File: config.mk
export PLATFORM = sky130hd
export DESIGN_NAME = store_lane_aligner
export DESIGN_NICKNAME = d
export VERILOG_FILES = /design/src/verilog/mem_access_pkg.sv /design/src/verilog/dmem_geom_pkg.sv /design/src/verilog/store_lane_aligner.sv
export SDC_FILE = /design/constraint.sdc
export NUM_CORES = 1
export LEC_CHECK = 0
export CAP_MARGIN = 25
export CORE_MARGIN = 2
export CORE_UTILIZATION = 40
export DETAILED_ROUTE_END_ITERATION = 6
export DONT_BUFFER_PORTS = 1
export RECOVER_POWER = 100
export SLEW_MARGIN = 40
export SYNTH_ARGS = -nofsm -noshare
export SYNTH_HDL_FRONTEND = slang
export SYNTH_SLANG_ARGS = --single-unit
File: constraint.sdc
create_clock -name vclk -period 11.4
set_input_delay 3.42 -clock vclk [all_inputs]
set_output_delay 3.42 -clock vclk [all_outputs]
set_load 0.01 [all_outputs]
File: src/verilog/mem_access_pkg.sv
package mem_access_pkg;

    typedef enum logic [1:0] {
        MEM_SIZE_B = 2'b00,
        MEM_SIZE_H = 2'b01,
        MEM_SIZE_W = 2'b10
    } mem_size_t;

    typedef logic [11:0] addr_t;  // Byte address into 4 KiB
    typedef logic [31:0] data_t;
    typedef logic [7:0]  byte_t;
    typedef logic [9:0]  row_t;   // Word row inside one lane bank

    // One load or store as issued by the LSU
    typedef struct packed {
        logic      write_en;
        addr_t     addr;
        data_t     write_data;
        mem_size_t size;
        logic      sign;        // Sign-extend on load
    } mem_req_t;

    // Per-bank write command after alignment
    typedef struct packed {
        logic  we;
        row_t  row;
        byte_t wdata;
    } lane_wr_t;

endpackage

File: src/verilog/dmem_geom_pkg.sv
package dmem_geom_pkg;

    localparam int NUM_LANES      = 4;     // Bytes per RV32 word
    localparam int BANK_DEPTH     = 1024;  // Rows per lane bank
    localparam int ACCESS_LATENCY = 4;     // Edges from accept to resp_valid

endpackage

File: src/verilog/store_lane_aligner.sv
`timescale 1ns/1ps

module store_lane_aligner (
    input  mem_access_pkg::mem_req_t                                  req,
    output mem_access_pkg::lane_wr_t [dmem_geom_pkg::NUM_LANES-1:0] lanes
);

    logic [1:0]                offset;
    mem_access_pkg::row_t      base_row;
    mem_access_pkg::row_t      next_row;
    logic [2:0]                nbytes;

    assign offset   = req.addr[1:0];
    assign base_row = req.addr[11:2];
    assign next_row = base_row + 1'b1;  // Wraps to row 0 at the top

    always_comb begin
        case (req.size)
            mem_access_pkg::MEM_SIZE_B: nbytes = 3'd1;
            mem_access_pkg::MEM_SIZE_H: nbytes = 3'd2;
            mem_access_pkg::MEM_SIZE_W: nbytes = 3'd4;
            default:                    nbytes = 3'd0;
        endcase
    end

    for (genvar i = 0; i < dmem_geom_pkg::NUM_LANES; i++) begin : lane_gen
        logic [1:0] k;  // Byte index of the store data that lands in this lane

        assign k = 2'(i) - offset;

        assign lanes[i].we    = req.write_en && ({1'b0, k} < nbytes);
        // Lanes below the offset belong to the next word
        assign lanes[i].row   = (2'(i) < offset) ? next_row : base_row;
        assign lanes[i].wdata = req.write_data[8*k +: 8];
    end

    always_comb begin
        assert (req.size !== 2'b11)
            else $error("access size uses the reserved encoding");
    end

endmodule

==> impl_results.md <==
- Status: finished, final reports clean
- Ant diodes: 0
- Final WL: 3860 um
- RSZ-0062 raised after global routing: no
- Most frequent cells in the layout: mux4_2, xnor2_1, nand4_1
- Combinational share of power: 1.000
- Layout Nets: 180
- Fraction of the cycle the final worst path needs: 0.740
- Crit Path Category: input port to output pin
- Post-route ant nets: 0
- Max-Cap Viols: 0
- Leakage: 0.443 nW
- Startpoint Class: input port
- # rows: 23
- Via density: 7.09
- DR pass1 iterations: 4
- FFs & Latches: 0
- Part of the power in registers: 0
- Worst setup EP type: output pin
- CTS Hold Buffers Added: 0
- Vias in the first global route: 1214
- Post-synthesis sequential area ratio: 0
- Fin util: 0.368
- Setup Fix Bufs, Post-CTS: 0
- Period minus WS final: 8440 ps
- Clock buffer count: 0
- Cell count after synthesis: 153
- Final setup viols: 0
- Commonest non-fill, non-tap cell in the layout: mux4_2
- Synth unique cells: 27
- Fillers: 378
- Xor/xnor share of the synthesized area: 0.147
- Layout cells sized above 1: 0.268
- Pint: 30.5 uW
- Initial antenna violation count: 0
- CP arrival: 5020 ps
- Synth Area in Compound Gates: 0.0326
- Hold Violations, Final: 0
- Largest family of logic cells by synthesized area: multiplexers
- Die width: 67.5 um
- Io pins: 124
- Maximum vdd drop: 10.9 uV
- Core Region: 0.00394 sq mm
- Setup tns final: 0 ps
- Final GP Congestion: about 0.64
- Vias: ~1200
- Post-synthesis mux area share: 0.468
- Max Freq: roughly 120 MHz
- Largest net degree at the start of global routing: 39
- Chip Height: 67.5 um
- Post-synthesis adder-cell area fraction: 0.0543
- Post-Syn Area per Cell: 10.5 sq um
- Min Hold Slack: 6840 ps
- Ys Warns: 0
- FF+latch area: 0 sq um
- Post_cts resized: 0
- Crit-path max FO: 29
- CP required: 7980 ps
- Total congestion overflow: 0
- Post-synth net total: 208
- Hold WC Path Type: input port to output pin
- First-pass GRT wire length: between 5000 and 6000 um
- Avg WL per Cell: roughly 22 um
- Starting DRT DRC Count: 13
- Clock power share: 0
- Post-DP HPWL: 3090 um
- PD cells: 41.3 mW/mm^2
- Simple-Gate Fraction of Synth Area: 0.151
- Slew Limit Headroom: 0.512
- Die footprint: 0.00456 sq mm
- DRC viols: 0
- P&R area growth vs syn: -9.93%
- Synth Cell Area: 0.00161 sq mm
- Starting Density: 0.409
- Setup WS post-layout: 2960 ps
- Actual slew at the worst max-slew pin: 733 ps
- P_sw: 29.5 uW
- Post-Place Setup Slack: 2950 ps
- Sw frac: 0.492
- I/O Buffers: 0
- Max-slew violation count: 0
- Total GRT Usage: 0.150
## through the flow
step	power, mW	instances	area, sq um
2_1_floorplan	0.0674	153	1610
3_3_place_gp	0.0588	173	1450
3_5_place_dp	0.0607	173	1450
4_1_cts	0.0609	173	1450
5_1_grt	0.0640	173	1450
6_report	0.0600	173	1450
## Yosys cell counts (all sizes together)
| cell | number | area share |
|---|---|---|
| or2 | 1 | 0.0039 |
| nand2b | 3 | 0.012 |
| buf | 28 | 0.13 |
| clkbuf | 2 | 0.0047 |
| ha | 7 | 0.054 |
| xor2 | 7 | 0.038 |
| nor2b | 1 | 0.0039 |
| nor3b | 1 | 0.0047 |
| nand2 | 5 | 0.012 |
| mux4 | 32 | 0.45 |
| and2 | 3 | 0.012 |
| mux2 | 3 | 0.021 |
| xnor2 | 20 | 0.11 |
| nand3b | 1 | 0.0047 |
| nand4 | 9 | 0.035 |
| nor2 | 4 | 0.0093 |
| inv | 4 | 0.0093 |
| a21oi | 3 | 0.0093 |
| nor3 | 3 | 0.0093 |
| o21a | 5 | 0.023 |
| nand3 | 6 | 0.019 |
| nand4b | 4 | 0.022 |
| and4 | 1 | 0.0054 |
## per-layer routing
metal  up-vias  part of all wire  global-route usage
met2        84              0.53               0.303
met4         0           0.00052             0.00765
met1       622              0.36               0.169
met5         -                 0                   0
li1        519                 -                   -
met3         2              0.11              0.0233
## worst paths after layout
| kind | from | endpoint | cells past startpoint |
|---|---|---|---|
| hold / removal | req[40] | lanes[68] | 0 |
| setup / recovery | req[36] | lanes[18] | 6 |
## cell families (layout without fill, tap and decap cells)
group,Yosys count,in the layout
AOI/OAI and AO/OA,8,8
adders and majority gates,7,7
xor gates and xnor gates,27,27
muxes,35,35
and+or+nand+nor,42,42
buffers and inverters,34,4
## area by class of cell
class	instances	area, sq um	area share
inverters	4	15.0	0.0103
multi-input cells	119	1380	0.947
well taps	50	62.6	0.0431
## power by group through the flow
stage,registers (mW),clock network (mW),logic [mW]
global placement,0,0,0.0588
CTS,0,0,0.0609
floorplan,0,0,0.0674
global route,0,0,0.0640
detailed placement,0,0,0.0607
finish,0,0,0.0600
## critical path: stages
cell and delay (ps):
inv_1 40, ha_1 570, ha_1 360, or2_2 280, a21oi_1 150, o21a_1 190
No activity file was read; power rests on OpenSTA's default activity.
