`src/verilog/mem_access_pkg.sv`:
```
package mem_access_pkg;

    typedef enum logic [1:0] {
        MEM_SIZE_B = 2'b00,
        MEM_SIZE_H = 2'b01,
        MEM_SIZE_W = 2'b10
    } mem_size_t;

    typedef logic [11:0] addr_t;  // Byte address into 4 KiB
    typedef logic [31:0] data_t;
    typedef logic [7:0]  byte_t;
    typedef logic [9:0]  row_t;   // Word row inside one lane bank

    // One load or store as issued by the LSU
    typedef struct packed {
        logic      write_en;
        addr_t     addr;
        data_t     write_data;
        mem_size_t size;
        logic      sign;        // Sign-extend on load
    } mem_req_t;

    // Per-bank write command after alignment
    typedef struct packed {
        logic  we;
        row_t  row;
        byte_t wdata;
    } lane_wr_t;

endpackage

```
`src/verilog/dmem_geom_pkg.sv`:
```
package dmem_geom_pkg;

    localparam int NUM_LANES      = 4;     // Bytes per RV32 word
    localparam int BANK_DEPTH     = 1024;  // Rows per lane bank
    localparam int ACCESS_LATENCY = 4;     // Edges from accept to resp_valid

endpackage

```
`src/verilog/dmem_access_ctrl.sv`:
```
`timescale 1ns/1ps

module dmem_access_ctrl (
    input  logic                   clk,
    input  logic                   rst_n,
    input  logic                   req_valid,
    input  mem_access_pkg::mem_req_t req,
    output logic                   wr_strobe,
    output logic                   rd_strobe,
    output logic                   resp_valid
);

    typedef enum logic [1:0] {
        IDLE,
        BUSY,
        RESPOND
    } state_t;

    state_t state;
    logic [$clog2(dmem_geom_pkg::ACCESS_LATENCY)-1:0] lat_cnt;
    logic accept;

    // Response cycle counts as rest, so a held request is not taken twice
    assign accept    = (state == IDLE) && req_valid && !resp_valid;
    assign wr_strobe = accept && req.write_en;          // Commit at the accepting edge
    assign rd_strobe = (state == BUSY) && (lat_cnt == '0);

    always_ff @(posedge clk or negedge rst_n) begin
        if (!rst_n) begin
            state      <= IDLE;
            lat_cnt    <= '0;
            resp_valid <= 1'b0;
        end else begin
            resp_valid <= 1'b0;
            case (state)
                IDLE: begin
                    if (accept) begin
                        state   <= BUSY;
                        lat_cnt <= $bits(lat_cnt)'(dmem_geom_pkg::ACCESS_LATENCY - 1);
                    end
                end
                BUSY: begin
                    if (lat_cnt == '0) begin
                        state      <= RESPOND;
                        resp_valid <= 1'b1;
                    end else begin
                        lat_cnt <= lat_cnt - 1'b1;
                    end
                end
                RESPOND: state <= IDLE;
                default: state <= IDLE;
            endcase
        end
    end

    // Banks read the request's row late, so it must not move mid-access
    a_req_stable: assert property (@(posedge clk) disable iff (!rst_n)
        (state == BUSY) |-> $stable(req))
        else $error("request changed while access was in flight");

    a_resp_pulse: assert property (@(posedge clk) disable iff (!rst_n)
        resp_valid |=> !resp_valid)
        else $error("resp_valid held for more than one cycle");

endmodule

```
`config.mk`:
```
export PLATFORM = sky130hd
export DESIGN_NAME = dmem_access_ctrl
export DESIGN_NICKNAME = d
export VERILOG_FILES = /design/src/verilog/mem_access_pkg.sv /design/src/verilog/dmem_geom_pkg.sv /design/src/verilog/dmem_access_ctrl.sv
export SDC_FILE = /design/constraint.sdc
export NUM_CORES = 1
export LEC_CHECK = 0
export ABC_AREA = 1
export BUFFER_PORTS_ARGS = -buffer_cell sky130_fd_sc_hd__buf_2
export CAP_MARGIN = 20
export CELL_PAD_IN_SITES_DETAIL_PLACEMENT = 0
export CELL_PAD_IN_SITES_GLOBAL_PLACEMENT = 1
export CORE_ASPECT_RATIO = 1.2
export CORE_MARGIN = 5
export CORE_UTILIZATION = 12
export DETAILED_ROUTE_END_ITERATION = 16
export HOLD_SLACK_MARGIN = 0.1
export PLACE_DENSITY_LB_ADDON = 0.25
export SLEW_MARGIN = 20
export SYNTH_ARGS = -nofsm -noshare
export SYNTH_HDL_FRONTEND = slang
export SYNTH_SLANG_ARGS = --single-unit
```
`constraint.sdc`:
```
create_clock -name clk -period 1.9 [get_ports clk]
set_clock_uncertainty 0.2 [all_clocks]
set_input_delay 0.38 -clock clk [delete_from_list [all_inputs] [get_ports clk]]
set_output_delay 0.38 -clock clk [all_outputs]
set_load 0.05 [all_outputs]
```
==> results.toml <==
[run_status]
status = "finished, final reports clean"

[finish]
layout-drive-gt1-share_pct = 29.5
diodes = 0
syn2layout_area_growth_pct = 46.3
fill_cells = 233
finalCoreUtilization_pct = 18.1
final_cells = 74
final_nets = 97

[power]
p_clk_share_pct = 19.4
switching_share_pct = 44.0
share_seq_of_total_power_pct = 31.9
powerDensity_nw_per_um2 = 1630
p_switching_w = 0.000266
p_int_w = 0.000338
p_leak_nw = 0.196
combPwrFrac_pct = 48.7
ir_drop_v = 0.000442

[sta]
finalHoldViolCount = 0
drv_slew = 0
holdWs_ps = 286
tightestPinTransition_ps = 248
fin_crit_sh_pct = 95.5
setup_slack_ps = 86.4
tns_ps = 0
grt_setup_unrepaired = "false"
fmax_mhz = 551
setup_violations = 0
layout_min_cycle_time_ps = 1810
relSlewSlack_pct = 83.6

[cts]
clk_path_buf_depth = 2
post_cts_buffers = 0
cts_max_level = 1
path_clk_slew_ps = 40
root_buffer = "clkbuf_4"
clkSinkCount = 5
clock_latency_ps = 230
cts_made_buffers = 3
cts_tree = "built"

[setup_path]
regToRegSetupSlack_ps = 590
crit-reg2reg-launch = "lat_cnt[0]$_DFFE_PN0P_"
path_max_fanout = 3
path_cells = "inv_1 > ha_1 > inv_1 > nor2_2 > buf_6"
worst-setup-path-type = "reg -> out"
rr_worst_depth = 6
crit_required_ps = 1320
end_kind = "primary output"
critPathMostFrequentCell = "inv_1"
slowest_delay_ps = 380
r2r_end = "lat_cnt[0]$_DFFE_PN0P_"
crit_path_start_kind = "flop"
slowest_stage = "dfrtp_1"
worstPathArrival_ps = 1230

[yosys]
synth_area_leader_cell = "dfrtp_1"
syn_avg_cell_area_um2 = 7.70
ys_ff_latch = 5
synth_top_area_share_pct = 49.3
synth_common_cells = "7 x inv_1, 7 x nand3_1, 6 x nand2_1"
ys_async_sr_fraction_pct = 100
ys_warn_count = 0
ys_seq_area_share_pct = 49.3
synth_edf_count = 0
ys.flop_type = "dfrtp_1"
synthCells = 33
synth.area.top_cells = "dfrtp_1 49%, nand3_1 14%, inv_1 10%"
synthesis.nets = 85
synthesis.area_um2 = 254
synthDistinctLibCells = 9

[global_route]
grt_start_max_net_pins = 7
grt_pass1_vias = 260
overflow = 0
grt_usage_pct = 4.74
grt_pass1_wl_mm = 1.04
antenna_found_initial = 0

[placement]
pre_cts_ws_ps = 250
place.gp.congestion = 0.658
place_hpwl_um = 473
placement.io_buffers = 6
dp_cells = 69

[drt]
routed_wire_length_per_instance_um = 7.42
drt-total-wl_um = 549
num_vias = 240
ant_nets = 0
vias_per_cell = 3.24
dr.first_iter.drc_count = 5
dr.pass1.iters = 2
drc = 0

[min_path]
hold_path_class = "in -> async"

[die]
core_um2 = 2050
start_util_pct = 12.4
ioPinCount = 54
dieHeight_um = 60.4
fp.dieW_um = 52
die-area_um2 = 3140
row_count = 18

[job]
max-cap-violations = 0
[registers in the layout, indices dropped and copies added (netlist names)]
register    count
lat_cnt         2
resp_valid      1
state           2
[placed cells by master, fill, tap and decap left out]
master         synthesis  routed
inv_1                  7       7
nand3_1                7       7
nand2_2                1       1
nand2_1                6       6
clkbuf_4               0       4
nor2_2                 1       3
clkbuf_1               0       1
buf_6                  0       1
dfrtp_1                5       5
a21oi_1                1       1
dlygate4sd3_1          0       1
ha_1                   1       1
nor2_1                 4       2
buf_2                  0       4
[power by group through the flow]
| stage | registers (W) | logic, W | clock network, W |
|---|---|---|---|
| 6_report | 0.000193 | 0.000294 | 0.000117 |
| 5_1_grt | 0.000200 | 0.000334 | 0.000135 |
| 3_3_place_gp | 0.000194 | 0.000290 | 0 |
| 4_1_cts | 0.000193 | 0.000291 | 0.000125 |
| 2_1_floorplan | 0.000206 | 0.000207 | 0 |
| 3_5_place_dp | 0.000194 | 0.000284 | 0 |
[layout make-up]
type / count / area (um^2) / area share, %
Clock buffer: 4 / 26.3 / 7.07
Multi-Input combinational cell: 21 / 108 / 29.0
Tap cell: 30 / 37.5 / 10.1
Inverter: 7 / 26.3 / 7.07
Timing Repair Buffer: 7 / 48.8 / 13.1
Sequential cell: 5 / 125 / 33.7
[metrics by stage]
stage / power [W] / instance area [um^2]
finish: 0.000604 / 372
global placement: 0.000484 / 324
floorplan: 0.000414 / 256
global route: 0.000669 / 372
detailed placement: 0.000478 / 324
CTS: 0.000610 / 363
[worst max-delay path by stage]
stage                      to  cells past startpoint              startpoint
floorplan           rd_strobe                      4  lat_cnt[0]$_DFFE_PN0P_
global placement    rd_strobe                      5  lat_cnt[0]$_DFFE_PN0P_
detailed placement  wr_strobe                      6               req_valid
CTS                 rd_strobe                      5  lat_cnt[0]$_DFFE_PN0P_
global route        rd_strobe                      5  lat_cnt[0]$_DFFE_PN0P_
finish              rd_strobe                      5  lat_cnt[0]$_DFFE_PN0P_
[routing by layer]
metal / share of wire (%) / GRT usage (%)
met5: 0 / 0
met4: 2.9 / 6.74
met3: 1.8 / 0.737
met2: 55 / 7.00
met1: 40 / 4.93
[cells by family (layout without fill, tap and decap cells)]
logic type | Yosys count | in the layout | synth area share [%]
compound gates | 1 | 1 | 1.97
fa+ha+maj | 1 | 1 | 4.93
buf+inv | 7 | 18 | 10.3
flops | 5 | 5 | 49.3
simple gates | 19 | 19 | 33.5
[timing repair]
item,in CTS,in global routing
setup endpoints to repair,1,2
pin swaps,0,0
endpoints found under the hold margin,5,0
gates resized for setup,1,3
hold buffers,1,0
[worst max-delay path, delay by kind of cell (launching register included)]
kind | cells | cell delay (ps)
AND/OR/NAND/NOR | 1 | 150
adder cells (fa/ha/maj) | 1 | 160
flip-flops | 1 | 380
buffers and inverters | 3 | 300
Note: power is estimated with default switching activity, not from simulation.
