**src/verilog/mem_access_pkg.sv**
```systemverilog
package mem_access_pkg;

    typedef enum logic [1:0] {
        MEM_SIZE_B = 2'b00,
        MEM_SIZE_H = 2'b01,
        MEM_SIZE_W = 2'b10
    } mem_size_t;

    typedef logic [11:0] addr_t;  // Byte address into 4 KiB
    typedef logic [31:0] data_t;
    typedef logic [7:0]  byte_t;
    typedef logic [9:0]  row_t;   // Word row inside one lane bank

    // One load or store as issued by the LSU
    typedef struct packed {
        logic      write_en;
        addr_t     addr;
        data_t     write_data;
        mem_size_t size;
        logic      sign;        // Sign-extend on load
    } mem_req_t;

    // Per-bank write command after alignment
    typedef struct packed {
        logic  we;
        row_t  row;
        byte_t wdata;
    } lane_wr_t;

endpackage

```
**src/verilog/dmem_geom_pkg.sv**
```systemverilog
package dmem_geom_pkg;

    localparam int NUM_LANES      = 4;     // Bytes per RV32 word
    localparam int BANK_DEPTH     = 1024;  // Rows per lane bank
    localparam int ACCESS_LATENCY = 4;     // Edges from accept to resp_valid

endpackage

```
**src/verilog/load_extender.sv**
```systemverilog
`timescale 1ns/1ps

module load_extender (
    input  mem_access_pkg::byte_t [dmem_geom_pkg::NUM_LANES-1:0] lane_data,
    input  logic [1:0]                                          offset,
    input  mem_access_pkg::mem_size_t                           size,
    input  logic                                                sign,
    output mem_access_pkg::data_t                               read_data
);

    mem_access_pkg::data_t aligned;  // Lane bytes back in address order

    for (genvar k = 0; k < dmem_geom_pkg::NUM_LANES; k++) begin : byte_gen
        assign aligned[8*k +: 8] = lane_data[2'(k) + offset];
    end

    always_comb begin
        case (size)
            mem_access_pkg::MEM_SIZE_B: begin
                if (sign) begin
                    read_data = {{24{aligned[7]}}, aligned[7:0]};
                end else begin
                    read_data = {24'b0, aligned[7:0]};
                end
            end
            mem_access_pkg::MEM_SIZE_H: begin
                if (sign) begin
                    read_data = {{16{aligned[15]}}, aligned[15:0]};
                end else begin
                    read_data = {16'b0, aligned[15:0]};
                end
            end
            mem_access_pkg::MEM_SIZE_W: read_data = aligned;  // Sign has no effect
            default:                    read_data = '0;
        endcase
    end

endmodule

```
**config.mk**
```make
export PLATFORM = sky130hd
export DESIGN_NAME = load_extender
export DESIGN_NICKNAME = d
export VERILOG_FILES = /design/src/verilog/mem_access_pkg.sv /design/src/verilog/dmem_geom_pkg.sv /design/src/verilog/load_extender.sv
export SDC_FILE = /design/constraint.sdc
export NUM_CORES = 1
export LEC_CHECK = 0
export ABC_AREA = 1
export BUFFER_PORTS_ARGS = -buffer_cell sky130_fd_sc_hd__buf_2
export CORE_UTILIZATION = 49
export DETAILED_ROUTE_END_ITERATION = 12
export PLACE_DENSITY = 0.83
export SLEW_MARGIN = 20
export SYNTH_ARGS = -nofsm -noshare
export SYNTH_HDL_FRONTEND = slang
export SYNTH_SLANG_ARGS = --single-unit
```
**constraint.sdc**
```tcl
create_clock -name vclk -period 1.1
set_input_delay 0.11 -clock vclk [all_inputs]
set_output_delay 0.11 -clock vclk [all_outputs]
set_load 0.02 [all_outputs]
```
==> summary.txt, run 1 <==
total track usage = 0.752
mapped cell area = 0.00135 sq mm
port buffer count = 69
Top Ports = 69
status = aborted with a tool error
Exit stage = 5_1_grt
maximum number of pins on one net before global-route repair = 29
grt repair worst endpoint = read_data[28]
post-synthesis mux area share = 0
dpl cell area = 0.00180 sq mm
yosys warns = 0
RD Place Congestion = 0.831
Yosys cell types = 20
register area share after synthesis = 0
Remaining Overflow, GRT = 65
XOR/XNOR Fraction of Synth Area = 0
Post-Synth Adder-Cell Area = 0
Initial Utilization = 0.529
Std-Cell Rows = 18
dpl hpwl = 3240 um
Post-Syn Nets = 304
simple-gate share of the synthesized area = 0.739
Worst End Pin Type = top-level output
post-synthesis compound-gate area fraction = 0.0325
cells after synthesis = 267
width of the die = 54.4 um
die height = 54.4 um
Syn Area/Cell = 5.04 sq um
largest family of logic cells by synthesized area = simple AND/OR/NAND/NOR gates
first error = [ERROR GRT-0232] Routing congestion too high. Check the congestion heatmap in the GUI.
kinds of logic after synthesis:
kind of cell / after synthesis
and+or+nand+nor: 207
buffers and inverters: 53
AOI/OAI and AO/OA: 7
cell usage after synthesis, drive strengths merged:
master,number,share of area
buf,15,0.12
nor3,1,0.0037
a31oi,7,0.033
nand2,136,0.42
nor2,2,0.0074
inv,37,0.11
clkbuf,1,0.0028
and3,1,0.0046
nand3,67,0.30
per-layer routing:
layer | global-route usage | overflow
met1 | 0.689 | 1
met2 | 1.01 | 43
met3 | 0.497 | 0
met4 | 0.915 | 21
met5 | 0 | 0
stage by stage:
stage	worst slack, ps	std cells
after CTS	-64.7	377
after detailed placement	-209	368
after global placement	-164	368
after floorplan	11.7	267
repair_timing:
action	in CTS
pin swaps	12
gates resized for setup	93
hold buffers	0
setup buffers	6
cloned	3
endpoints found under the setup margin	31
==> inputs of run 2 (changes only) <==
- CORE_AREA: default -> 2 2 63 65
- CORE_UTILIZATION: 49 -> default
- DIE_AREA: default -> 0 0 65 67
- PLACE_DENSITY: 0.83 -> default
- PLACE_DENSITY_LB_ADDON: default -> 0.15
==> run 2 against run 1 <==
Effect of this change:
- the flow now finishes, with violations (setup timing)
- area after synthesis is the same
- synthesized cell count is the same
==> summary.txt, run 2 <==
Remaining Overflow, GRT = 0
DRC = 0
Clock Power Share = 0
Max-cap violations = 0
Hold Crit Class = in2out
min Tclk post-route = 1170 ps
Critical Path, Cell by Cell = buf_12 > buf_4 > nand3_4 > nand3_4 > buf_12 > buf_12 > nand3_4 > buf_6
Reg area = 0 sq um
fin cells = 397
Slew headroom = 0.849
failing checks = setup timing
commonest non-fill, non-tap cells in the layout = 103 x nand2_1, 33 x buf_2, 32 x inv_1, 30 x nand3_1
width of the die = 65 um
Worst Tran Pin Value = 226 ps
PnR worst setup slack = -72.2 ps
switch share = 0.546
Seq pwr share = 0
final core occ = 0.701
post-DR vias/cell = 5.11
Wirelength per Cell = 13.3 um
yosys warns = 0
cell taking the most area after synthesis = nand2_1
maximum vdd drop = 299 uV
clock buf count = 0
status = finished with violations
Worst setup EP type = output pin
Pint = 0.000609 W
Inserted Diodes = 0
Max Freq = 853 MHz
Largest delay share family, worst path = buffers and inverters
Post-synth top cells = 118 x nand2_1, 55 x nand3_1, 35 x inv_1
die area = 0.00436 sq mm
initial antenna violation count = 0
Syn Area/Cell = 5.04 sq um
Initial Utilization = 0.373
Area contributors post-synth = nand2_1 33%, nand3_1 20%, inv_1 9.8%
count leader, synth = nand2_1
Core Box Area = 0.00361 sq mm
Via Count = 2027
Layout Nets = 388
PD cells = 530 mW/mm^2
setup violators final = 24
maximum number of pins on one net before global-route repair = 17
Comb pwr share = 1.000
most common cell after layout, fill and taps aside = nand2_1
WP buf/inv = 5
Std-Cell Rows = 22
Yosys cell types = 20
leakage = 1.47 nW
number of global-route vias before repair = 1817
first-pass GRT wire length = 8080 um
DRT antenna net count = 0
DR iter-0 viols = 221
DR pass1 iterations = 4
P_sw = 0.000732 W
cts hold-fix bufs = 0
Final period util = 1.07
cells after synthesis = 267
Critical Path Source Type = input pin
total track usage = 0.234
Slowest cell on crit path = buf_12
die height = 67 um
Post-Syn Nets = 304
Pins Over Slew Limit = 0
area grow syn2layout = 87.7%
mapped cell area = 0.00135 sq mm
crit path max fanout = 6
placed instance count = 388
Required @ worst endpoint = 990 ps
worst path arrival time = 1060 ps
register area share after synthesis = 0
CP Class = in2out
Critical Path Max Stage Delay = 160 ps
share of cells above drive strength 1 = 0.524
Top Ports = 69
Final Hold Viols = 0
share of the synthesized area in the top cell type = 0.329
dpl hpwl = 3400 um
port buffer count = 69
Routed WL = 5300 um
RSZ-0062 raised after global routing = yes
RD Place Congestion = 0.814
Seq cells = 0
[run 2: cell counts after synthesis]
No cell type changed its count.
[run 2: layer usage]
| metal | track usage | share of wire | vias to the layer above |
|---|---|---|---|
| li1 | - | - | 1018 |
| met1 | 0.293 | 0.39 | 926 |
| met2 | 0.429 | 0.54 | 75 |
| met3 | 0.0169 | 0.063 | 8 |
| met4 | 0.0612 | 0.015 | 0 |
| met5 | 0 | 0 | - |
[run 2: per-stage QoR]
step	hold slack, ps	instance area [sq um]	setup WS [ps]	setup TNS [ps]	power (W)
2_1_floorplan	444	1390	11.7	0	0.000657
3_3_place_gp	634	1810	-193	-4630	0.000946
3_5_place_dp	634	1810	-245	-5670	0.000951
4_1_cts	634	2250	-77.6	-942	0.00119
5_1_grt	660	2530	-95.6	-1960	0.00144
6_report	634	2530	-72.2	-1150	0.00134
[run 2: power by group through the flow]
stage	clock (W)	sequential, W	combinational [W]
2_1_floorplan	0	0	0.000657
3_3_place_gp	0	0	0.000946
3_5_place_dp	0	0	0.000951
4_1_cts	0	0	0.00119
5_1_grt	0	0	0.00144
6_report	0	0	0.00134
[run 2: repair_timing]
| action | in CTS | in global routing |
|---|---|---|
| gates resized for setup | 90 | 64 |
| gates cloned | 6 | 0 |
| buffers inserted | 1 | 2 |
| endpoints found under the setup margin | 31 | 31 |
| pin swaps | 4 | 12 |
[run 2: cell type report]
| class | instances | area, sq um |
|---|---|---|
| well taps | 48 | 60.1 |
| inverters | 37 | 159 |
| fillers | 338 | 1080 |
| repair inverters | 1 | 6.26 |
| repair buffers | 96 | 935 |
| multi-input cells | 215 | 1370 |
[run 2: path summary, 6_finish.rpt]
kind | start | endpoint | slack [ps] | depth (start not counted)
worst min-delay path | lane_data[29] | read_data[5] | 630 | 4
worst max-delay path | offset[1] | read_data[26] | -70 | 8
[run 2: logic make-up after synthesis]
family / synth area share
AND/OR/NAND/NOR: 0.739
buffers and inverters: 0.229
AO/OA/AOI/OAI: 0.0325
[run 2: worst min-delay path, stage by stage]
cell and delay [ps]:
buf_2 100, nand2_1 80, a31oi_2 80, buf_4 140
Note: power is estimated with default switching activity, not from simulation.
